## src/hw/cpu_pkg.sv

```systemverilog
// Opcodes, branch conditions, register indices, reset values and the instruction word union
package cpu_pkg;

	// ALU group, low three bits double as the ALU operation
	localparam logic [3:0] op_add  = 4'd0;
	localparam logic [3:0] op_sub  = 4'd1;
	localparam logic [3:0] op_nand = 4'd2;
	localparam logic [3:0] op_xor  = 4'd3;
	localparam logic [3:0] op_inc  = 4'd4;
	localparam logic [3:0] op_sra  = 4'd5;
	localparam logic [3:0] op_srl  = 4'd6;
	localparam logic [3:0] op_sll  = 4'd7;

	// Memory, byte, flow control
	localparam logic [3:0] op_lw   = 4'd8;
	localparam logic [3:0] op_sw   = 4'd9;
	localparam logic [3:0] op_lhb  = 4'd10;
	localparam logic [3:0] op_llb  = 4'd11;
	localparam logic [3:0] op_b    = 4'd12;
	localparam logic [3:0] op_call = 4'd13;
	localparam logic [3:0] op_ret  = 4'd14;
	localparam logic [3:0] op_err  = 4'd15;

	// Branch conditions
	localparam logic [2:0] cond_eq = 3'd0;
	localparam logic [2:0] cond_lt = 3'd1;
	localparam logic [2:0] cond_gt = 3'd2;
	localparam logic [2:0] cond_ov = 3'd3;
	localparam logic [2:0] cond_ne = 3'd4;
	localparam logic [2:0] cond_ge = 3'd5;
	localparam logic [2:0] cond_le = 3'd6;
	localparam logic [2:0] cond_tr = 3'd7;

	localparam logic [3:0] reg_ds = 4'd14; // Data segment base
	localparam logic [3:0] reg_sp = 4'd15; // Stack pointer

	localparam logic [15:0] sp_reset = 16'h0100;

	// One instruction word, three field layouts
	typedef union packed {
		struct packed {
			logic [3:0] opcode;
			logic [3:0] rd;
			logic [3:0] rs;
			logic [3:0] rt; // Also the 4-bit immediate of INC
		} r;
		struct packed {
			logic [3:0] opcode;
			logic [3:0] rd;
			logic [7:0] imm8;
		} i;
		struct packed {
			logic [3:0] opcode;
			logic [2:0] cond;
			logic [8:0] offset;
		} b;
	} instr_u;

endpackage

```

## src/hw/ctrl_if.sv

```systemverilog
// Decoded control signal bundle with decoder and datapath views
`timescale 1ns/1ps

interface ctrl_if;
	logic       data_reg;     // Port 1 reads DS
	logic       call;         // Port 1 reads SP - 1, write to SP
	logic       rtrn;         // Port 1 reads SP, write SP + 1
	logic       branch;
	logic       mem_to_reg;   // Load
	logic       reg_to_mem;   // Store
	logic [2:0] alu_op;
	logic       alu_src;      // Second operand is the immediate
	logic       sign_ext_sel; // 1 for 4-bit immediate, 0 for imm8
	logic       reg_rt_src;   // Port 2 reads rd instead of rt
	logic       reg_write;
	logic       half_spec;    // 0 LHB, 1 LLB
	logic       halt;

	modport decoder (output data_reg, call, rtrn, branch, mem_to_reg, reg_to_mem,
		alu_op, alu_src, sign_ext_sel, reg_rt_src, reg_write, half_spec, halt);

	modport datapath (input data_reg, call, rtrn, branch, mem_to_reg, reg_to_mem,
		alu_op, alu_src, sign_ext_sel, reg_rt_src, reg_write, half_spec, halt);

endinterface

```

## src/hw/alu.sv

```systemverilog
// Eight-operation ALU with operand select and the Z, N, V flag register
`timescale 1ns/1ps

module alu (
	input  logic            clk,
	input  logic            rst,
	ctrl_if.datapath        ctl,
	input  cpu_pkg::instr_u instr,
	input  logic [15:0]     rd1,
	input  logic [15:0]     rd2,
	output logic [15:0]     result,
	output logic            flag_z,
	output logic            flag_n,
	output logic            flag_v
);
	import cpu_pkg::*;

	logic [15:0] imm_ext;
	logic [15:0] op_b;
	logic [15:0] sum;
	logic [15:0] diff;
	logic        ovf;
	logic        arith_op;
	logic        is_alu_op;

	assign imm_ext = ctl.sign_ext_sel ? {{12{instr.r.rt[3]}}, instr.r.rt}
		: {{8{instr.i.imm8[7]}}, instr.i.imm8};
	assign op_b = ctl.alu_src ? imm_ext : rd2;

	assign sum  = rd1 + op_b;
	assign diff = rd1 - op_b;

	assign arith_op  = (ctl.alu_op == op_add[2:0]) || (ctl.alu_op == op_sub[2:0])
		|| (ctl.alu_op == op_inc[2:0]);
	assign is_alu_op = ~instr.r.opcode[3]; // Flags only move on the ALU group

	always_comb begin
		ovf = 1'b0;
		case (ctl.alu_op)
			op_add[2:0], op_inc[2:0]: begin
				result = sum;
				ovf    = (rd1[15] == op_b[15]) && (sum[15] != rd1[15]);
			end
			op_sub[2:0]: begin
				result = diff;
				ovf    = (rd1[15] != op_b[15]) && (diff[15] != rd1[15]);
			end
			op_nand[2:0]: result = ~(rd1 & op_b);
			op_xor[2:0]:  result = rd1 ^ op_b;
			op_sra[2:0]:  result = 16'($signed(rd1) >>> op_b[3:0]);
			op_srl[2:0]:  result = rd1 >> op_b[3:0];
			default:      result = rd1 << op_b[3:0]; // SLL
		endcase
	end

	always_ff @(posedge clk) begin
		if (rst) begin
			flag_z <= 1'b0;
			flag_n <= 1'b0;
			flag_v <= 1'b0;
		end else if (is_alu_op) begin
			flag_z <= (result == 16'h0000);
			flag_n <= result[15];
			flag_v <= ovf & arith_op; // Cleared by logic and shift ops
		end
	end

	a_v_only_arith: assert property (@(posedge clk) disable iff (rst)
		(is_alu_op && instr.r.opcode != op_add && instr.r.opcode != op_sub
			&& instr.r.opcode != op_inc) |=> !flag_v)
		else $error("V set by a logic or shift operation");

endmodule

```

## src/flat_wrapper.sv

```systemverilog
// flat-port wrapper written by rule: the top's interface ports become plain ports
module alu_flat import cpu_pkg::*;
  (clk, rst, instr, rd1, rd2, result, flag_z, flag_n, flag_v, ctl_data_reg, ctl_call, ctl_rtrn, ctl_branch, ctl_mem_to_reg, ctl_reg_to_mem, ctl_alu_op, ctl_alu_src, ctl_sign_ext_sel, ctl_reg_rt_src, ctl_reg_write, ctl_half_spec, ctl_halt);
  ctrl_if ctl_i ();
  input  logic clk;
  input  logic rst;
  input  cpu_pkg::instr_u instr;
  input  logic [15:0] rd1;
  input  logic [15:0] rd2;
  output logic [15:0] result;
  output logic flag_z;
  output logic flag_n;
  output logic flag_v;
  input wire logic [$bits(ctl_i.data_reg)-1:0] ctl_data_reg;
  input wire logic [$bits(ctl_i.call)-1:0] ctl_call;
  input wire logic [$bits(ctl_i.rtrn)-1:0] ctl_rtrn;
  input wire logic [$bits(ctl_i.branch)-1:0] ctl_branch;
  input wire logic [$bits(ctl_i.mem_to_reg)-1:0] ctl_mem_to_reg;
  input wire logic [$bits(ctl_i.reg_to_mem)-1:0] ctl_reg_to_mem;
  input wire logic [$bits(ctl_i.alu_op)-1:0] ctl_alu_op;
  input wire logic [$bits(ctl_i.alu_src)-1:0] ctl_alu_src;
  input wire logic [$bits(ctl_i.sign_ext_sel)-1:0] ctl_sign_ext_sel;
  input wire logic [$bits(ctl_i.reg_rt_src)-1:0] ctl_reg_rt_src;
  input wire logic [$bits(ctl_i.reg_write)-1:0] ctl_reg_write;
  input wire logic [$bits(ctl_i.half_spec)-1:0] ctl_half_spec;
  input wire logic [$bits(ctl_i.halt)-1:0] ctl_halt;
  assign ctl_i.data_reg = ctl_data_reg;
  assign ctl_i.call = ctl_call;
  assign ctl_i.rtrn = ctl_rtrn;
  assign ctl_i.branch = ctl_branch;
  assign ctl_i.mem_to_reg = ctl_mem_to_reg;
  assign ctl_i.reg_to_mem = ctl_reg_to_mem;
  assign ctl_i.alu_op = ctl_alu_op;
  assign ctl_i.alu_src = ctl_alu_src;
  assign ctl_i.sign_ext_sel = ctl_sign_ext_sel;
  assign ctl_i.reg_rt_src = ctl_reg_rt_src;
  assign ctl_i.reg_write = ctl_reg_write;
  assign ctl_i.half_spec = ctl_half_spec;
  assign ctl_i.halt = ctl_halt;
  alu u_core (.clk(clk), .rst(rst), .ctl(ctl_i), .instr(instr), .rd1(rd1), .rd2(rd2), .result(result), .flag_z(flag_z), .flag_n(flag_n), .flag_v(flag_v));
endmodule
```

## config.mk

```make
export PLATFORM = sky130hd
export DESIGN_NAME = alu_flat
export DESIGN_NICKNAME = d
export VERILOG_FILES = /design/src/hw/cpu_pkg.sv /design/src/hw/ctrl_if.sv /design/src/hw/alu.sv /design/src/flat_wrapper.sv
export SDC_FILE = /design/constraint.sdc
export NUM_CORES = 1
export LEC_CHECK = 0
export BUFFER_PORTS_ARGS = -buffer_cell sky130_fd_sc_hd__buf_4
export CAP_MARGIN = 15
export CORE_UTILIZATION = 30
export CTS_BUF_LIST = sky130_fd_sc_hd__clkbuf_8
export DETAILED_ROUTE_END_ITERATION = 10
export GPL_TIMING_DRIVEN = 0
export PLACE_DENSITY_LB_ADDON = 0.3
export SLEW_MARGIN = 20
export SYNTH_ARGS = -nofsm -noshare
export SYNTH_HDL_FRONTEND = slang
export SYNTH_SLANG_ARGS = --single-unit
```

## constraint.sdc

```tcl
create_clock -name clk -period 4.17 [get_ports clk]
set_input_delay 0 -clock clk [delete_from_list [all_inputs] [get_ports clk]]
set_output_delay 0 -clock clk [all_outputs]
set_load 0.05 [all_outputs]
```

---- Word level (Yosys, flattened, before mapping) ----
Index checks and enable logic that the tools add are counted.
operators by class
  add/subtract/negate cells ............... 2
  eq/ne operators ......................... 10
  shifts and indexed selects .............. 3
  muxes and demuxes ....................... 4
  bitwise operators ....................... 4
  reduce and logical (&&, ||, !) cells .... 7
operators with widths
  kind                                                  number
  case mux 16 bit (6 select lines)                      1
  two-way mux 16 bit                                    2
  adder 16 bit                                          1
  bitwise AND 16 bit                                    1
  zero test 16 bit                                      1
  NOT 16 bit                                            1
  left shift 16 x 4 -> 16 bit                           1
  >> shifter 16 x 4 -> 16 bit                           1
  >>> shifter 16 x 4 -> 16 bit                          1
  subtractor 16 bit                                     1
  bitwise XOR 16 bit                                    1
  equality test 3 bit (second input constant)           3
  equality test 3 x 2 -> 1 bit (second input constant)  2
  equality test 3 x 1 -> 1 bit (second input constant)  1
  zero test 3 bit                                       1
  != test 1 bit                                         3
  logical AND 1 bit                                     2
  logical OR 1 bit                                      2
  case mux 1 bit (2 select lines)                       1
  OR reduction 2 bit                                    1
  bitwise AND 1 bit                                     1
  equality test 1 bit                                   1
word-level totals
  flip-flop bits (word level) ............. 3
  input port bits ......................... 65
  output and inout port bits .............. 19
  word-level logic and storage cells ...... 33

---- Depth between registers and ports, before layout ----
Gate-level depths: netlist (run 1).
  word-level depth ........................ 7
  gate-level depth with buffers ........... 15
  gate-level depth less buffers ........... 14

---- Worst setup path after synthesis (run 1) ----
No wires, ideal clock.
  path kind ............................... input -> register
  from .................................... input port ctl_alu_src
  to ...................................... register u_core.flag_z
  library setup time ...................... 0.177 ns
  arrival ................................. 4.294 ns
  required time ........................... 3.993 ns
  slack ................................... -0.301 ns
  stages .................................. 15
  path buffers ............................ 4
  cells stage by stage .................... buf_6 -> mux2i_4 -> buf_2 -> buf_2 -> buf_2 -> ha_1 -> nor2_1 -> a2111oi_4 -> o2111ai_1 -> a21oi_1 -> or3_1 -> a21oi_1 -> mux2_2 -> nor3_1 -> o31ai_2
between the ends
  cells in the longest elaborated chain, start to end .. 5
  elaborated cells on any way between the ends .. 11
  those cells by class .................... add/sub (2); shift (3); mux (2); bitwise (3); reduce/logical (1)
ends and longest elaborated chain
  item                                                                       RTL line            RTL
  start: declaration                                                         flat_wrapper.sv:21  input wire logic [$bits(ctl_i.alu_src)-1:0] ctl_alu_src;
  two-way mux 16 bit (*)                                                     alu.sv:28           assign op_b = ctl.alu_src ? imm_ext : rd2;
  parallel branches: the longest is 2 deep, another holds subtractor 16 bit  --
  case mux 16 bit (6 select lines) (*)                                       alu.sv:39           case (ctl.alu_op)
  named net result[15]                                                       flat_wrapper.sv:10  output logic [15:0] result;
  zero test 16 bit (*)                                                       alu.sv:62           flag_z <= (result == 16'h0000);
  end signal: assignment                                                     alu.sv:62
  end: declaration                                                           alu.sv:12           output logic flag_z,
Mark *: on every way through the listed nets, which the timed path passes.
A chain may end at the register's enable or synchronous reset.

---- Worst setup path after layout (run 1) ----
  from .................................... input port ctl_alu_src
  to ...................................... register u_core.flag_z
between the ends
  cells in the longest elaborated chain, start to end .. 5
  elaborated cells on any way between the ends .. 11
  those cells by class .................... add/sub (2); shift (3); mux (2); bitwise (3); reduce/logical (1)
ends and longest elaborated chain
  item                                                                       RTL line
  two-way mux 16 bit (*)                                                     alu.sv:28
  parallel branches: the longest is 2 deep, another holds subtractor 16 bit  --
  case mux 16 bit (6 select lines) (*)                                       alu.sv:39
  zero test 16 bit (*)                                                       alu.sv:62
Every way passes the cells marked *.

==> impl_summary.txt, run 1 <==
----------------------------------------------------
[Logic synthesis]
  Unique masters post-synth ... 77
  Most numerous cell types in the synthesized netlist ... mux2i_1, nand2_1, nor2_1, a21oi_1, ha_1
  Cell with the most instances after synthesis ... mux2i_1
  Yosys warns ... 0
  Count of state elements after synthesis ... 3
  Gate count of the mapped netlist ... 590
  Cell type with the highest aggregate area in the netlist ... mux2i_1
  Fraction of synthesis flops using an asynchronous set or reset pin ... 0
  Synthesized net count ... 691
  Cell types occupying the most area after synthesis ... mux2i_1, ha_1, a21oi_1
  Average instance area after synthesis ... 7.10 um2
  EDFF count, synth ... 0
  Post-synthesis instance area ... 4190 um2
  Post-synthesis sequential area ratio ... 0.0143
  Yosys top cell area share ... 0.127
  Prevailing post-synth register cell ... dfxtp_1

[Worst setup path]
  Most prevalent standard cell on the critical path ... buf_4
  Data arrival at the endpoint of the critical path ... 4.13 ns
  CP endpoint kind ... register
  Reg2reg path depth ... 2
  Critical Path Source Type ... input port
  Critical path fanouts, max ... 10
  Cells along the critical path ... buf_4 > buf_6 > mux2i_4 > buf_4 > buf_2 > clkbuf_4 > ha_1 > nor2b_1 > o2111ai_1 > a21oi_1 > o41ai_2 > o221a_2 > o21ai_1 > a2111oi_2 > nand4_1 > o31ai_2
  Worst stage delay on the critical path ... 0.47 ns
  Required time of the critical path ... 4.30 ns
  Crit path max-delay cell type ... o41ai_2
  Worst Setup Path Type ... input port to register

[Timing]
  Achievable clock frequency ... 0.251 GHz
  Slew at the pin closest to its max-slew limit ... 0.725 ns
  Setup_tns ... 0 ns
  Headroom to the max-slew limit ... 0.510
  Final cycle utilization of the critical path ... 0.957
  Max-slew violation total from the final report ... 0
  Worst hold slack ... 0.0337 ns
  Worst Skew ... 0 ns
  Unrepaired setup endpoints after global routing ... false
  Hold violation total from the final report ... 0
  Number of setup violations in the final report ... 0
  Min Tclk post-route ... 3.99 ns

[Hold path]
  Cell count of the worst hold path ... 2
  Hold/Removal Path Class ... input port to register

[Final layout]
  Number of diodes ... 0
  Final instance count without filler cells ... 839
  Area growth from synthesis to layout ... 19.9%
  Share of post-route cells with drive strength above 1 ... 0.219
  Net total in the final layout ... 765
  Final Cell Area ... 5020 um2

[GRT]
  First-pass GRT wire length ... 28,500 um
  Met1 Usage GRT ... 0.357
  Remaining Overflow, GRT ... 0
  GR met3 Demand/Resource ... 0.0137
  Number of global-route vias before repair ... 4,949
  Pin count of the biggest net entering global routing ... 12
  Global routing's busiest layer ... met2
  Initial antenna violation count ... 0
  M2 GR Usage ... 0.422
  Total Routing Usage GR ... 0.256

[Place]
  PortBufs ... 65
  GPL Wtd Cong ... 0.961
  DP HPWL ... 15,000 um
  Post-DP Area ... 4900 um2
  Placed cell count ... 831

[Floorplan]
  Total die area ... 14,400 um2
  Die Span X ... 120 um
  Effective utilization at floorplan ... 0.311
  Num rows ... 42
  Die height ... 120 um
  I/O Pins ... 84
  Area of the core ... 13,500 um2

[Pwr]
  Switching pwr ... 666 uW
  Overall power ... 1110 uW
  Cell Pwr Density ... 222 nW/um2
  Relative contribution of combinational cells to total power ... 0.894
  Reg power frac ... 0.028
  Worst vdd rail ir drop ... 0.101 mV
  Switching share of power ... 0.598
  P_int ... 448 uW
  Clock network power share ... 0.077
  Leakage component of the power ... 0.00221 uW

[Job]
  Number of maximum-capacitance constraint violations ... 0

[Clock network]
  Maximum clock insertion buffer count ... 2
  Number of clock sinks ... 3
  CTS root buffer ... clkbuf_8
  TritonCTS clock tree ... built
  Clock insertion delay at the later pin of the skew report ... 0.22 ns
  Clk pin slew, worst setup/hold paths ... 0.03 ns
  Number of buffers created by CTS ... 3
  H-tree levels ... 1

[Outcome]
  Run status ... completed

[Drt]
  Count of routing violations after the opening detailed-route iteration ... 548
  Count of vias placed by the detailed router ... 5,184
  ANT nets after route ... 0
  Routed vias/inst ... 6.18
  Wirelength per Cell ... 22.5 um
  Number of search-and-repair iterations in the first detailed-routing pass ... 5
  DRC viols ... 0
  Routed WL ... 18,900 um

----------------------------------------------------
flip-flops by register name, indices dropped and copies added (netlist names):
name           count
u_core.flag_n      1
u_core.flag_v      1
u_core.flag_z      1
cells by family after synthesis:
logic type | Yosys count | synth area share
compound gates | 202 | 0.354
simple gates | 193 | 0.227
buf+inv | 76 | 0.0833
mux | 72 | 0.194
fa+ha+maj | 36 | 0.111
xor+xnor | 8 | 0.0167
flops | 3 | 0.0143
layout make-up:
cell class,count,area [um2]
Clock inverter,1,3.75
Sequential cell,3,60.1
Tap cell,176,220
Clock buffer,3,41.3
Timing Repair Buffer,69,520
Fill cell,1518,8430
Buffer,42,223
Inverter,34,133
Multi-Input combinational cell,511,3820
layer usage:
layer  vias to the layer above  routed length, um  share of wire
met5                         -                  0              0
li1                       2387                  -              -
met1                      2474               8160           0.43
met4                         0                479          0.025
met2                       285               8740           0.46
met3                        38               1470          0.078
metrics by stage:
stage,worst slack [ns],util
final,0.178,0.373
after global routing,0.0371,0.373
after CTS,0.0140,0.370
after detailed placement,-0.413,0.364
after global placement,-0.384,0.364
after floorplan,0.186,-
worst max-delay path, delay by kind of cell:
kind,cells,cell delay [ns]
mux,1,0.30
simple gates,2,0.44
compound gates,7,1.95
buf+inv,5,1.11
fa+ha+maj,1,0.32
placed cells by master, fill, tap and decap left out, drive strengths merged, types with 4 or more instances in the layout:
master   instances
a211o            5
a31oi            9
a21oi           48
o211a            4
clkbuf          22
nor2            51
or3              4
o31ai            6
nand4            8
nor3            15
o221a            4
ha              34
o22ai            4
nand2           52
mux2            13
nand3           15
and3             7
o221ai           7
inv             34
a32o             5
nand2b          10
or2              6
o2111ai          8
a21o            10
a22oi           10
xnor2            8
o211ai          11
a221oi           8
nand3b           5
nor2b           13
nor4             4
mux2i           57
a211oi           7
o21ai           28
buf             91
o21a             6
power groups by stage:
stage | logic, uW | clock network [uW] | registers (uW)
floorplan | 663 | 0 | 37.7
global placement | 953 | 0 | 31.9
detailed placement | 961 | 0 | 32.0
CTS | 969 | 87.8 | 31.5
global route | 1060 | 91.3 | 31.7
finish | 996 | 86.3 | 31.5
path summary, 6_finish.rpt:
kind / end / slack [ns] / startpoint
setup / recovery: u_core.flag_z / 0.18 / ctl_alu_src
hold / removal: u_core.flag_v / 0.03 / instr[15]
setup reg to reg: u_core.flag_v / 3.45 / u_core.flag_v
hold reg to reg: u_core.flag_n / 0.47 / u_core.flag_n
timing repair:
action,CTS,global route
pin swaps,0,1
gates cloned,0,0
endpoints found under the hold margin,2,0
setup buffers,0,3
resized for setup,3,7
setup endpoints to repair,4,3
hold buffers,1,0
No activity file was read; power rests on OpenSTA's default activity.
==> inputs of run 2 (changes only) <==
- ABC_AREA: unset -> 1
==> run 2 against run 1 <==
  * Clock power fell by 4.8%
  * Maximum frequency rose by 31%
  * Total power fell by 5.2%
  * Clock skew is the same
  * Setup slack better by 0.95 ns
  * Synthesized cell count rose by 48%
  * Flip-flop and latch count unchanged
  * Register-to-register slack gained 0.08 ns
  * Critical path type unchanged
  * Critical endpoint unchanged
  * Largest cell class unchanged
==> impl_summary.txt, run 2 <==
----------------------------------------------------
[Drt]
  ANT nets after route ... 0 (unchanged)
  DRC viols ... 0 (unchanged)
  Number of search-and-repair iterations in the first detailed-routing pass ... 7 (+2)
  Routed WL ... 18,100 um (-3.8%)
  Routed vias/inst ... 5.41 (-12%)
  Wirelength per Cell ... 16.2 um (-28%)
  Count of routing violations after the opening detailed-route iteration ... 702 (+28%)
  Count of vias placed by the detailed router ... 6,070 (+17%)

[Final layout]
  Commonest non-fill, non-tap cell in the layout ... nand2_1
  Area growth from synthesis to layout ... 17.8%
  Net total in the final layout ... 1,043 (+36%)
  Number of diodes ... 0 (unchanged)
  Most used cells in the layout excluding fill and tap cells ... nand2_1, nand3_1, inv_1
  Largest registers ranked by flip-flop count ... u_core.flag_n x1, u_core.flag_v x1, u_core.flag_z x1
  Share of post-route cells with drive strength above 1 ... 0.124 (-0.0944)
  Number of fill cells ... 1,644 (+8.3%)

[GRT]
  First-pass GRT wire length ... 28,200 um (-0.87%)
  Met1 Usage GRT ... 0.351 (-0.00609)
  GR met3 Demand/Resource ... 0.0164 (+0.00271)
  Global routing's busiest layer ... met2
  Remaining Overflow, GRT ... 0 (unchanged)
  Total Routing Usage GR ... 0.243 (-0.0126)
  M2 GR Usage ... 0.368 (-0.0541)
  Initial antenna violation count ... 0 (unchanged)
  Pin count of the biggest net entering global routing ... 12 (unchanged)
  Number of global-route vias before repair ... 5,340 (+7.9%)

[Job]
  Number of maximum-capacitance constraint violations ... 0 (unchanged)

[Clock network]
  Maximum clock insertion buffer count ... 2 (unchanged)
  CTS-repair resized insts ... 0 (-3)
  Postcts setup bufs ... 0 (unchanged)
  Clock insertion delay at the later pin of the skew report ... 0.21 ns (about the same)
  Number of clock sinks ... 3 (unchanged)
  TritonCTS clock tree ... built
  Clk pin slew, worst setup/hold paths ... 0.03 ns (about the same)
  H-tree levels ... 1 (unchanged)
  CTS root buffer ... clkbuf_8
  Number of buffers created by CTS ... 3 (unchanged)
  Number of hold-repair buffers added at the cts stage ... 1 (unchanged)

[Timing]
  Number of setup violations in the final report ... 0 (unchanged)
  Unrepaired setup endpoints after global routing ... false
  Max-slew violation total from the final report ... 0 (unchanged)
  Setup_tns ... 0 ns (unchanged)
  Final cycle utilization of the critical path ... 0.729 (-0.228)
  Worst Skew ... 0 ns (unchanged)
  Achievable clock frequency ... 0.329 GHz (+31%)
  Hold violation total from the final report ... 0 (unchanged)
  Min Tclk post-route ... 3.04 ns (-0.953 ns)
  Final setup slack of the worst path ... 1.13 ns (+0.953 ns)
  Headroom to the max-slew limit ... 0.376 (-0.135)
  Slew at the pin closest to its max-slew limit ... 0.929 ns (+0.204 ns)

[Logic synthesis]
  Fraction of synthesis flops using an asynchronous set or reset pin ... 0 (unchanged)
  Prevailing post-synth register cell ... dfxtp_1
  Cell type with the highest aggregate area in the netlist ... nand2_1
  Yosys top cell area share ... 0.219 (+0.0928)
  Post-synthesis instance area ... 4310 um2 (+2.9%)
  Average instance area after synthesis ... 4.95 um2 (-30%)
  Count of state elements after synthesis ... 3 (unchanged)
  Most numerous cell types in the synthesized netlist ... nand2_1, nand3_1, inv_1, nor2_1, a21oi_1
  Cell with the most instances after synthesis ... nand2_1
  Synthesized net count ... 972 (+41%)
  EDFF count, synth ... 0 (unchanged)
  Post-synthesis sequential area ratio ... 0.0139 (-0.000399)
  Yosys warns ... 0 (unchanged)
  Gate count of the mapped netlist ... 871 (+48%)
  Cell types occupying the most area after synthesis ... nand2_1, nand3_1, inv_1
  Unique masters post-synth ... 37 (-52%)

[Worst setup path]
  Flop-to-flop setup slack ... 3.53 ns (+0.08 ns)
  RR Startpoint ... u_core.flag_n
  Required time of the critical path ... 4.32 ns (+0.02 ns)
  CP endpoint kind ... register
  Critical path fanouts, max ... 10 (unchanged)
  Data arrival at the endpoint of the critical path ... 3.19 ns (-0.94 ns)
  Endpoint of the worst-slack reg-to-reg timing path ... u_core.flag_n
  Worst Setup Path Type ... input port to register
  Critical Path Source Type ... input port
  Reg2reg path depth ... 2 (unchanged)

[Floorplan]
  I/O Pins ... 84 (unchanged)
  Area of the core ... 13,900 um2 (+3.6%)
  Die height ... 122 um (+1.4%)
  Num rows ... 43 (+2.4%)
  Total die area ... 14,900 um2 (+2.8%)
  Die Span X ... 122 um (+1.4%)
  Effective utilization at floorplan ... 0.309 (-0.00215)

[Hold path]
  Min-delay src ... instr[15]
  Hold/Removal Path Class ... input port to register
  Cell count of the worst hold path ... 3 (+1)
  Worst-case hold path end point ... u_core.flag_z

[Place]
  GPL Wtd Cong ... 0.990 (+3.0%)
  DP HPWL ... 15,100 um (+1.3%)
  Post-Place Setup Slack ... 1.04 ns (+1.45 ns)
  PortBufs ... 65 (unchanged)

[Pwr]
  Leakage component of the power ... 0.00286 uW (+30%)
  Worst vdd rail ir drop ... 0.195 mV (+93%)
  Cell Pwr Density ... 208 nW/um2 (-6.3%)

[Outcome]
  Run status ... completed

----------------------------------------------------
-- run 2: cell types whose count changed after synthesis, sizes merged, moves of 7 or more --
cell,before,now
a21o,10,1
a221oi,8,0
nor2b,13,0
mux2,13,0
xnor2,8,0
clkbuf,18,5
mux2i,57,0
nor2,51,79
nand3,15,188
nand2,52,262
inv,33,130
o2111ai,8,1
nand2b,10,0
-- run 2: metal layers --
| metal | wire (um) | part of all wire | vias up |
|---|---|---|---|
| met5 | 0 | 0 | - |
| met4 | 860 | 0.047 | 0 |
| met3 | 1440 | 0.079 | 40 |
| met2 | 7480 | 0.41 | 296 |
| met1 | 8360 | 0.46 | 2736 |
| li1 | - | - | 2998 |
-- run 2: cell families (layout without fill, tap and decap cells) --
family | count (synthesis) | in the layout | share of synthesized area
compound gates | 110 | 110 | 0.147
flops | 3 | 3 | 0.0139
simple gates | 560 | 560 | 0.574
buf+inv | 161 | 231 | 0.156
fa+ha+maj | 36 | 36 | 0.108
xor+xnor | 1 | 1 | 0.00203
-- run 2: worst max path at each step --
| stage | startpoint | end | slack [ns] | cells past startpoint |
|---|---|---|---|---|
| after floorplan | ctl_alu_src | u_core.flag_z | 1.54 | 22 |
| after global placement | ctl_alu_src | u_core.flag_z | 1.04 | 22 |
| after detailed placement | ctl_alu_src | u_core.flag_z | 1.04 | 22 |
| after CTS | ctl_alu_src | u_core.flag_z | 1.26 | 22 |
| after global routing | ctl_alu_src | u_core.flag_z | 0.91 | 22 |
| final | ctl_alu_src | u_core.flag_z | 1.13 | 22 |
-- run 2: final cells by class --
cell class	count	area (um2)	area share
Multi-Input combinational cell	707	3580	0.705
Timing Repair Buffer	66	498	0.0981
Inverter	130	488	0.0961
Tap cell	180	225	0.0443
Buffer	31	183	0.0360
Sequential cell	3	60.1	0.0118
Clock buffer	3	41.3	0.00813
Clock inverter	1	3.75	0.000739
-- run 2: critical path, cell delays in order --
cell and delay (ns):
buf_4 0.11, buf_6 0.18, nand2_1 0.08, nand2_2 0.13, inv_2 0.12, buf_2 0.22
ha_1 0.33, buf_2 0.21, nand2_1 0.09, nand3_1 0.15, nand2_1 0.11, nand2_1 0.15
nand3_1 0.14, nand2_1 0.13, nand2_1 0.06, nand3_1 0.08, nand2_1 0.07, nand2_1 0.18
nand4_1 0.16, nor2_1 0.23, nand3_1 0.12, a21oi_1 0.13
-- run 2: power breakdown --
group / internal, uW / switching [uW]
clock network: 62.7 / 19.5
registers: 30.5 / 0.699
logic: 291 / 651
total: 384 / 672
-- run 2: metrics by stage --
stage / util / hold slack [ns] / cell area, um2 / power (uW) / cells
global route: 0.364 / 0.0577 / 5080 / 1150 / 1121
detailed placement: 0.361 / 0.169 / 5020 / 952 / 1116
finish: 0.364 / 0.0463 / 5080 / 1060 / 1121
global placement: 0.361 / 0.167 / 5020 / 950 / 1116
floorplan: - / 0.0691 / 4310 / 679 / 871
CTS: 0.364 / 0.0423 / 5080 / 1040 / 1121
==> inputs of run 3 (changes only) <==
- clock period: 4.17 -> 2.8 ns (I/O delays scaled with it)
==> run 3 against run 2 <==
  * Non-clock buffer count did not move
  * Sequential share of layout area barely moved
  * Clock power rose by 48%
  * Routed wire length rose by 0.96%
  * Via count rose by 0.41%
  * Core utilization rose by 1.1 points
  * Clock skew did not move
  * Sequential power rose by 49%
  * Worst hold slack barely moved
  * Total power rose by 54%
  * Final cell count did not move
  * Combinational power rose by 55%
==> impl_summary.txt, run 3 (same netlist as run 2, synthesis figures left out) <==
----------------------------------------------------
[Final layout]
  Net total in the final layout ... 1,043 (unchanged)
  Largest registers ranked by flip-flop count ... u_core.flag_n x1, u_core.flag_v x1, u_core.flag_z x1
  Most used cells in the layout excluding fill and tap cells ... nand2_1, nand3_1, inv_1
  Utilization after layout ... 0.375 (+0.0107)
  Share of post-route cells with drive strength above 1 ... 0.153 (+0.0287)
  Final Cell Area ... 5230 um2 (+2.9%)
  Area growth from synthesis to layout ... 21.3%
  Number of fill cells ... 1,641 (-0.18%)
  Number of diodes ... 0 (unchanged)
  Commonest non-fill, non-tap cell in the layout ... nand2_1

[Worst setup path]
  CP endpoint kind ... register
  Worst Setup Path Type ... input port to register
  Required time of the critical path ... 2.95 ns (-1.37 ns)
  Endpoint of the worst-slack reg-to-reg timing path ... u_core.flag_n
  Start point of the critical path ... ctl_alu_src
  End of the critical path ... u_core.flag_z
  Most prevalent standard cell on the critical path ... nand2_1
  Critical path fanouts, max ... 10 (unchanged)
  Cells along the critical path ... buf_4 > buf_8 > nand2_1 > nand2_2 > inv_4 > buf_4 > ha_4 > buf_6 > nand2_1 > nand3_2 > nand2_1 > nand2_2 > nand3_2 > nand2_2 > nand2_1 > nand3_1 > nand2_1 > nand2_2 > nand4_1 > nor2_2 > nand3_1 > a21oi_1
  Data arrival at the endpoint of the critical path ... 2.76 ns (-0.43 ns)
  Worst stage delay on the critical path ... 0.29 ns (-0.04 ns)
  Reg2reg path depth ... 2 (unchanged)
  Critical Path Source Type ... input port
  Flop-to-flop setup slack ... 2.16 ns (-1.37 ns)
  RR Startpoint ... u_core.flag_n
  Crit path max-delay cell type ... ha_4

[Clock network]
  Maximum clock insertion buffer count ... 2 (unchanged)
  Number of buffers created by CTS ... 3 (unchanged)
  CTS root buffer ... clkbuf_8
  Clk pin slew, worst setup/hold paths ... 0.03 ns (about the same)
  TritonCTS clock tree ... built
  H-tree levels ... 1 (unchanged)
  Clock insertion delay at the later pin of the skew report ... 0.21 ns (about the same)
  Number of clock sinks ... 3 (unchanged)

[Pwr]
  Worst vdd rail ir drop ... 0.285 mV (+46%)
  Cell Pwr Density ... 311 nW/um2 (+50%)
  Leakage component of the power ... 0.00288 uW (+0.87%)
  Overall power ... 1630 uW (+54%)

[Drt]
  Routed WL ... 18,300 um (+0.96%)
  Number of search-and-repair iterations in the first detailed-routing pass ... 6 (-1)
  Wirelength per Cell ... 16.3 um (+0.96%)
  Count of routing violations after the opening detailed-route iteration ... 644 (-8.3%)
  ANT nets after route ... 0 (unchanged)
  Count of vias placed by the detailed router ... 6,095 (+0.41%)
  Routed vias/inst ... 5.44 (+0.41%)
  DRC viols ... 0 (unchanged)

[Floorplan]
  Effective utilization at floorplan ... 0.309 (unchanged)
  Total die area ... 14,900 um2 (unchanged)
  Area of the core ... 13,900 um2 (unchanged)
  Num rows ... 43 (unchanged)
  Die height ... 122 um (unchanged)
  I/O Pins ... 84 (unchanged)
  Die Span X ... 122 um (unchanged)

[Timing]
  Setup_tns ... 0 ns (unchanged)
  Achievable clock frequency ... 0.383 GHz
  Final cycle utilization of the critical path ... 0.933
  Number of setup violations in the final report ... 0 (unchanged)
  Max-slew violation total from the final report ... 0 (unchanged)
  Hold violation total from the final report ... 0 (unchanged)
  Worst Skew ... 0 ns (unchanged)
  Min Tclk post-route ... 2.61 ns
  Headroom to the max-slew limit ... 0.396 (+0.0200)
  Slew at the pin closest to its max-slew limit ... 0.900 ns (-0.0298 ns)

[Place]
  PortBufs ... 65 (unchanged)
  GPL Wtd Cong ... 0.990 (unchanged)
  DP HPWL ... 15,100 um (unchanged)
  Post-DP Area ... 5020 um2 (unchanged)

[GRT]
  Total Routing Usage GR ... 0.244 (+0.00129)
  Initial antenna violation count ... 0 (unchanged)
  Number of global-route vias before repair ... 5,350 (+0.19%)
  Pin count of the biggest net entering global routing ... 12 (unchanged)
  First-pass GRT wire length ... 28,400 um (+0.64%)
  Remaining Overflow, GRT ... 0 (unchanged)

[Hold path]
  Hold/Removal Path Class ... input port to register

[Outcome]
  Run status ... completed

[Job]
  Number of maximum-capacitance constraint violations ... 0 (unchanged)

----------------------------------------------------
run 3: cell counts in the layout (fill, tap and decap cells not counted):
No cell type changed its count.
run 3: worst min path at each step:
stage                   start            end  slack, ns  cells past startpoint
floorplan                 rst  u_core.flag_z       0.07                      1
CTS                 instr[15]  u_core.flag_z       0.04                      3
finish              instr[15]  u_core.flag_z       0.05                      3
global placement          rst  u_core.flag_z       0.17                      2
global route        instr[15]  u_core.flag_z       0.06                      3
detailed placement        rst  u_core.flag_z       0.17                      2
run 3: area by class of cell:
| class | count | area [um2] | share of cell area |
|---|---|---|---|
| inverter | 130 | 493 | 0.0943 |
| timing repair buffer | 67 | 505 | 0.0967 |
| clock inverter | 1 | 3.75 | 0.000718 |
| tap | 180 | 225 | 0.0431 |
| multi-input combinational | 707 | 3690 | 0.706 |
| buffer | 30 | 206 | 0.0395 |
| sequential | 3 | 60.1 | 0.0115 |
| clock buffer | 3 | 41.3 | 0.00790 |
run 3: metal layers:
metal | global-route usage | wire length [um]
met4 | 0.0965 | 682
met3 | 0.0150 | 1480
met2 | 0.371 | 7750
met5 | 0 | 0
met1 | 0.355 | 8400
run 3: stage by stage:
stage / std cells / hold slack [ns] / setup WS [ns]
4_1_cts: 1121 / 0.0423 / 0.0440
3_3_place_gp: 1116 / 0.167 / -0.332
2_1_floorplan: 871 / 0.0691 / 0.170
6_report: 1121 / 0.0463 / 0.188
3_5_place_dp: 1116 / 0.169 / -0.332
5_1_grt: 1121 / 0.0577 / -0.00899
run 3: critical path: cells and delay by family:
kind	cells	cell delay (ns)
AOI/OAI and AO/OA	1	0.13
buffers and inverters	5	0.71
and+or+nand+nor	15	1.63
adders and majority gates	1	0.29
run 3: repair_timing:
action,CTS,global route
endpoints found under the setup margin,1,9
pin swaps,0,3
hold buffers,1,0
buffers inserted,0,1
hold endpoints to repair,1,0
gates cloned,0,0
resized for setup,3,44
run 3: power breakdown:
part / switching (uW) / internal, uW / leakage [uW]
Combinational: 997 / 459 / 0.00283
Clock: 29.0 / 93.4 / 0.0000269
Sequential: 1.05 / 45.4 / 0.0000246
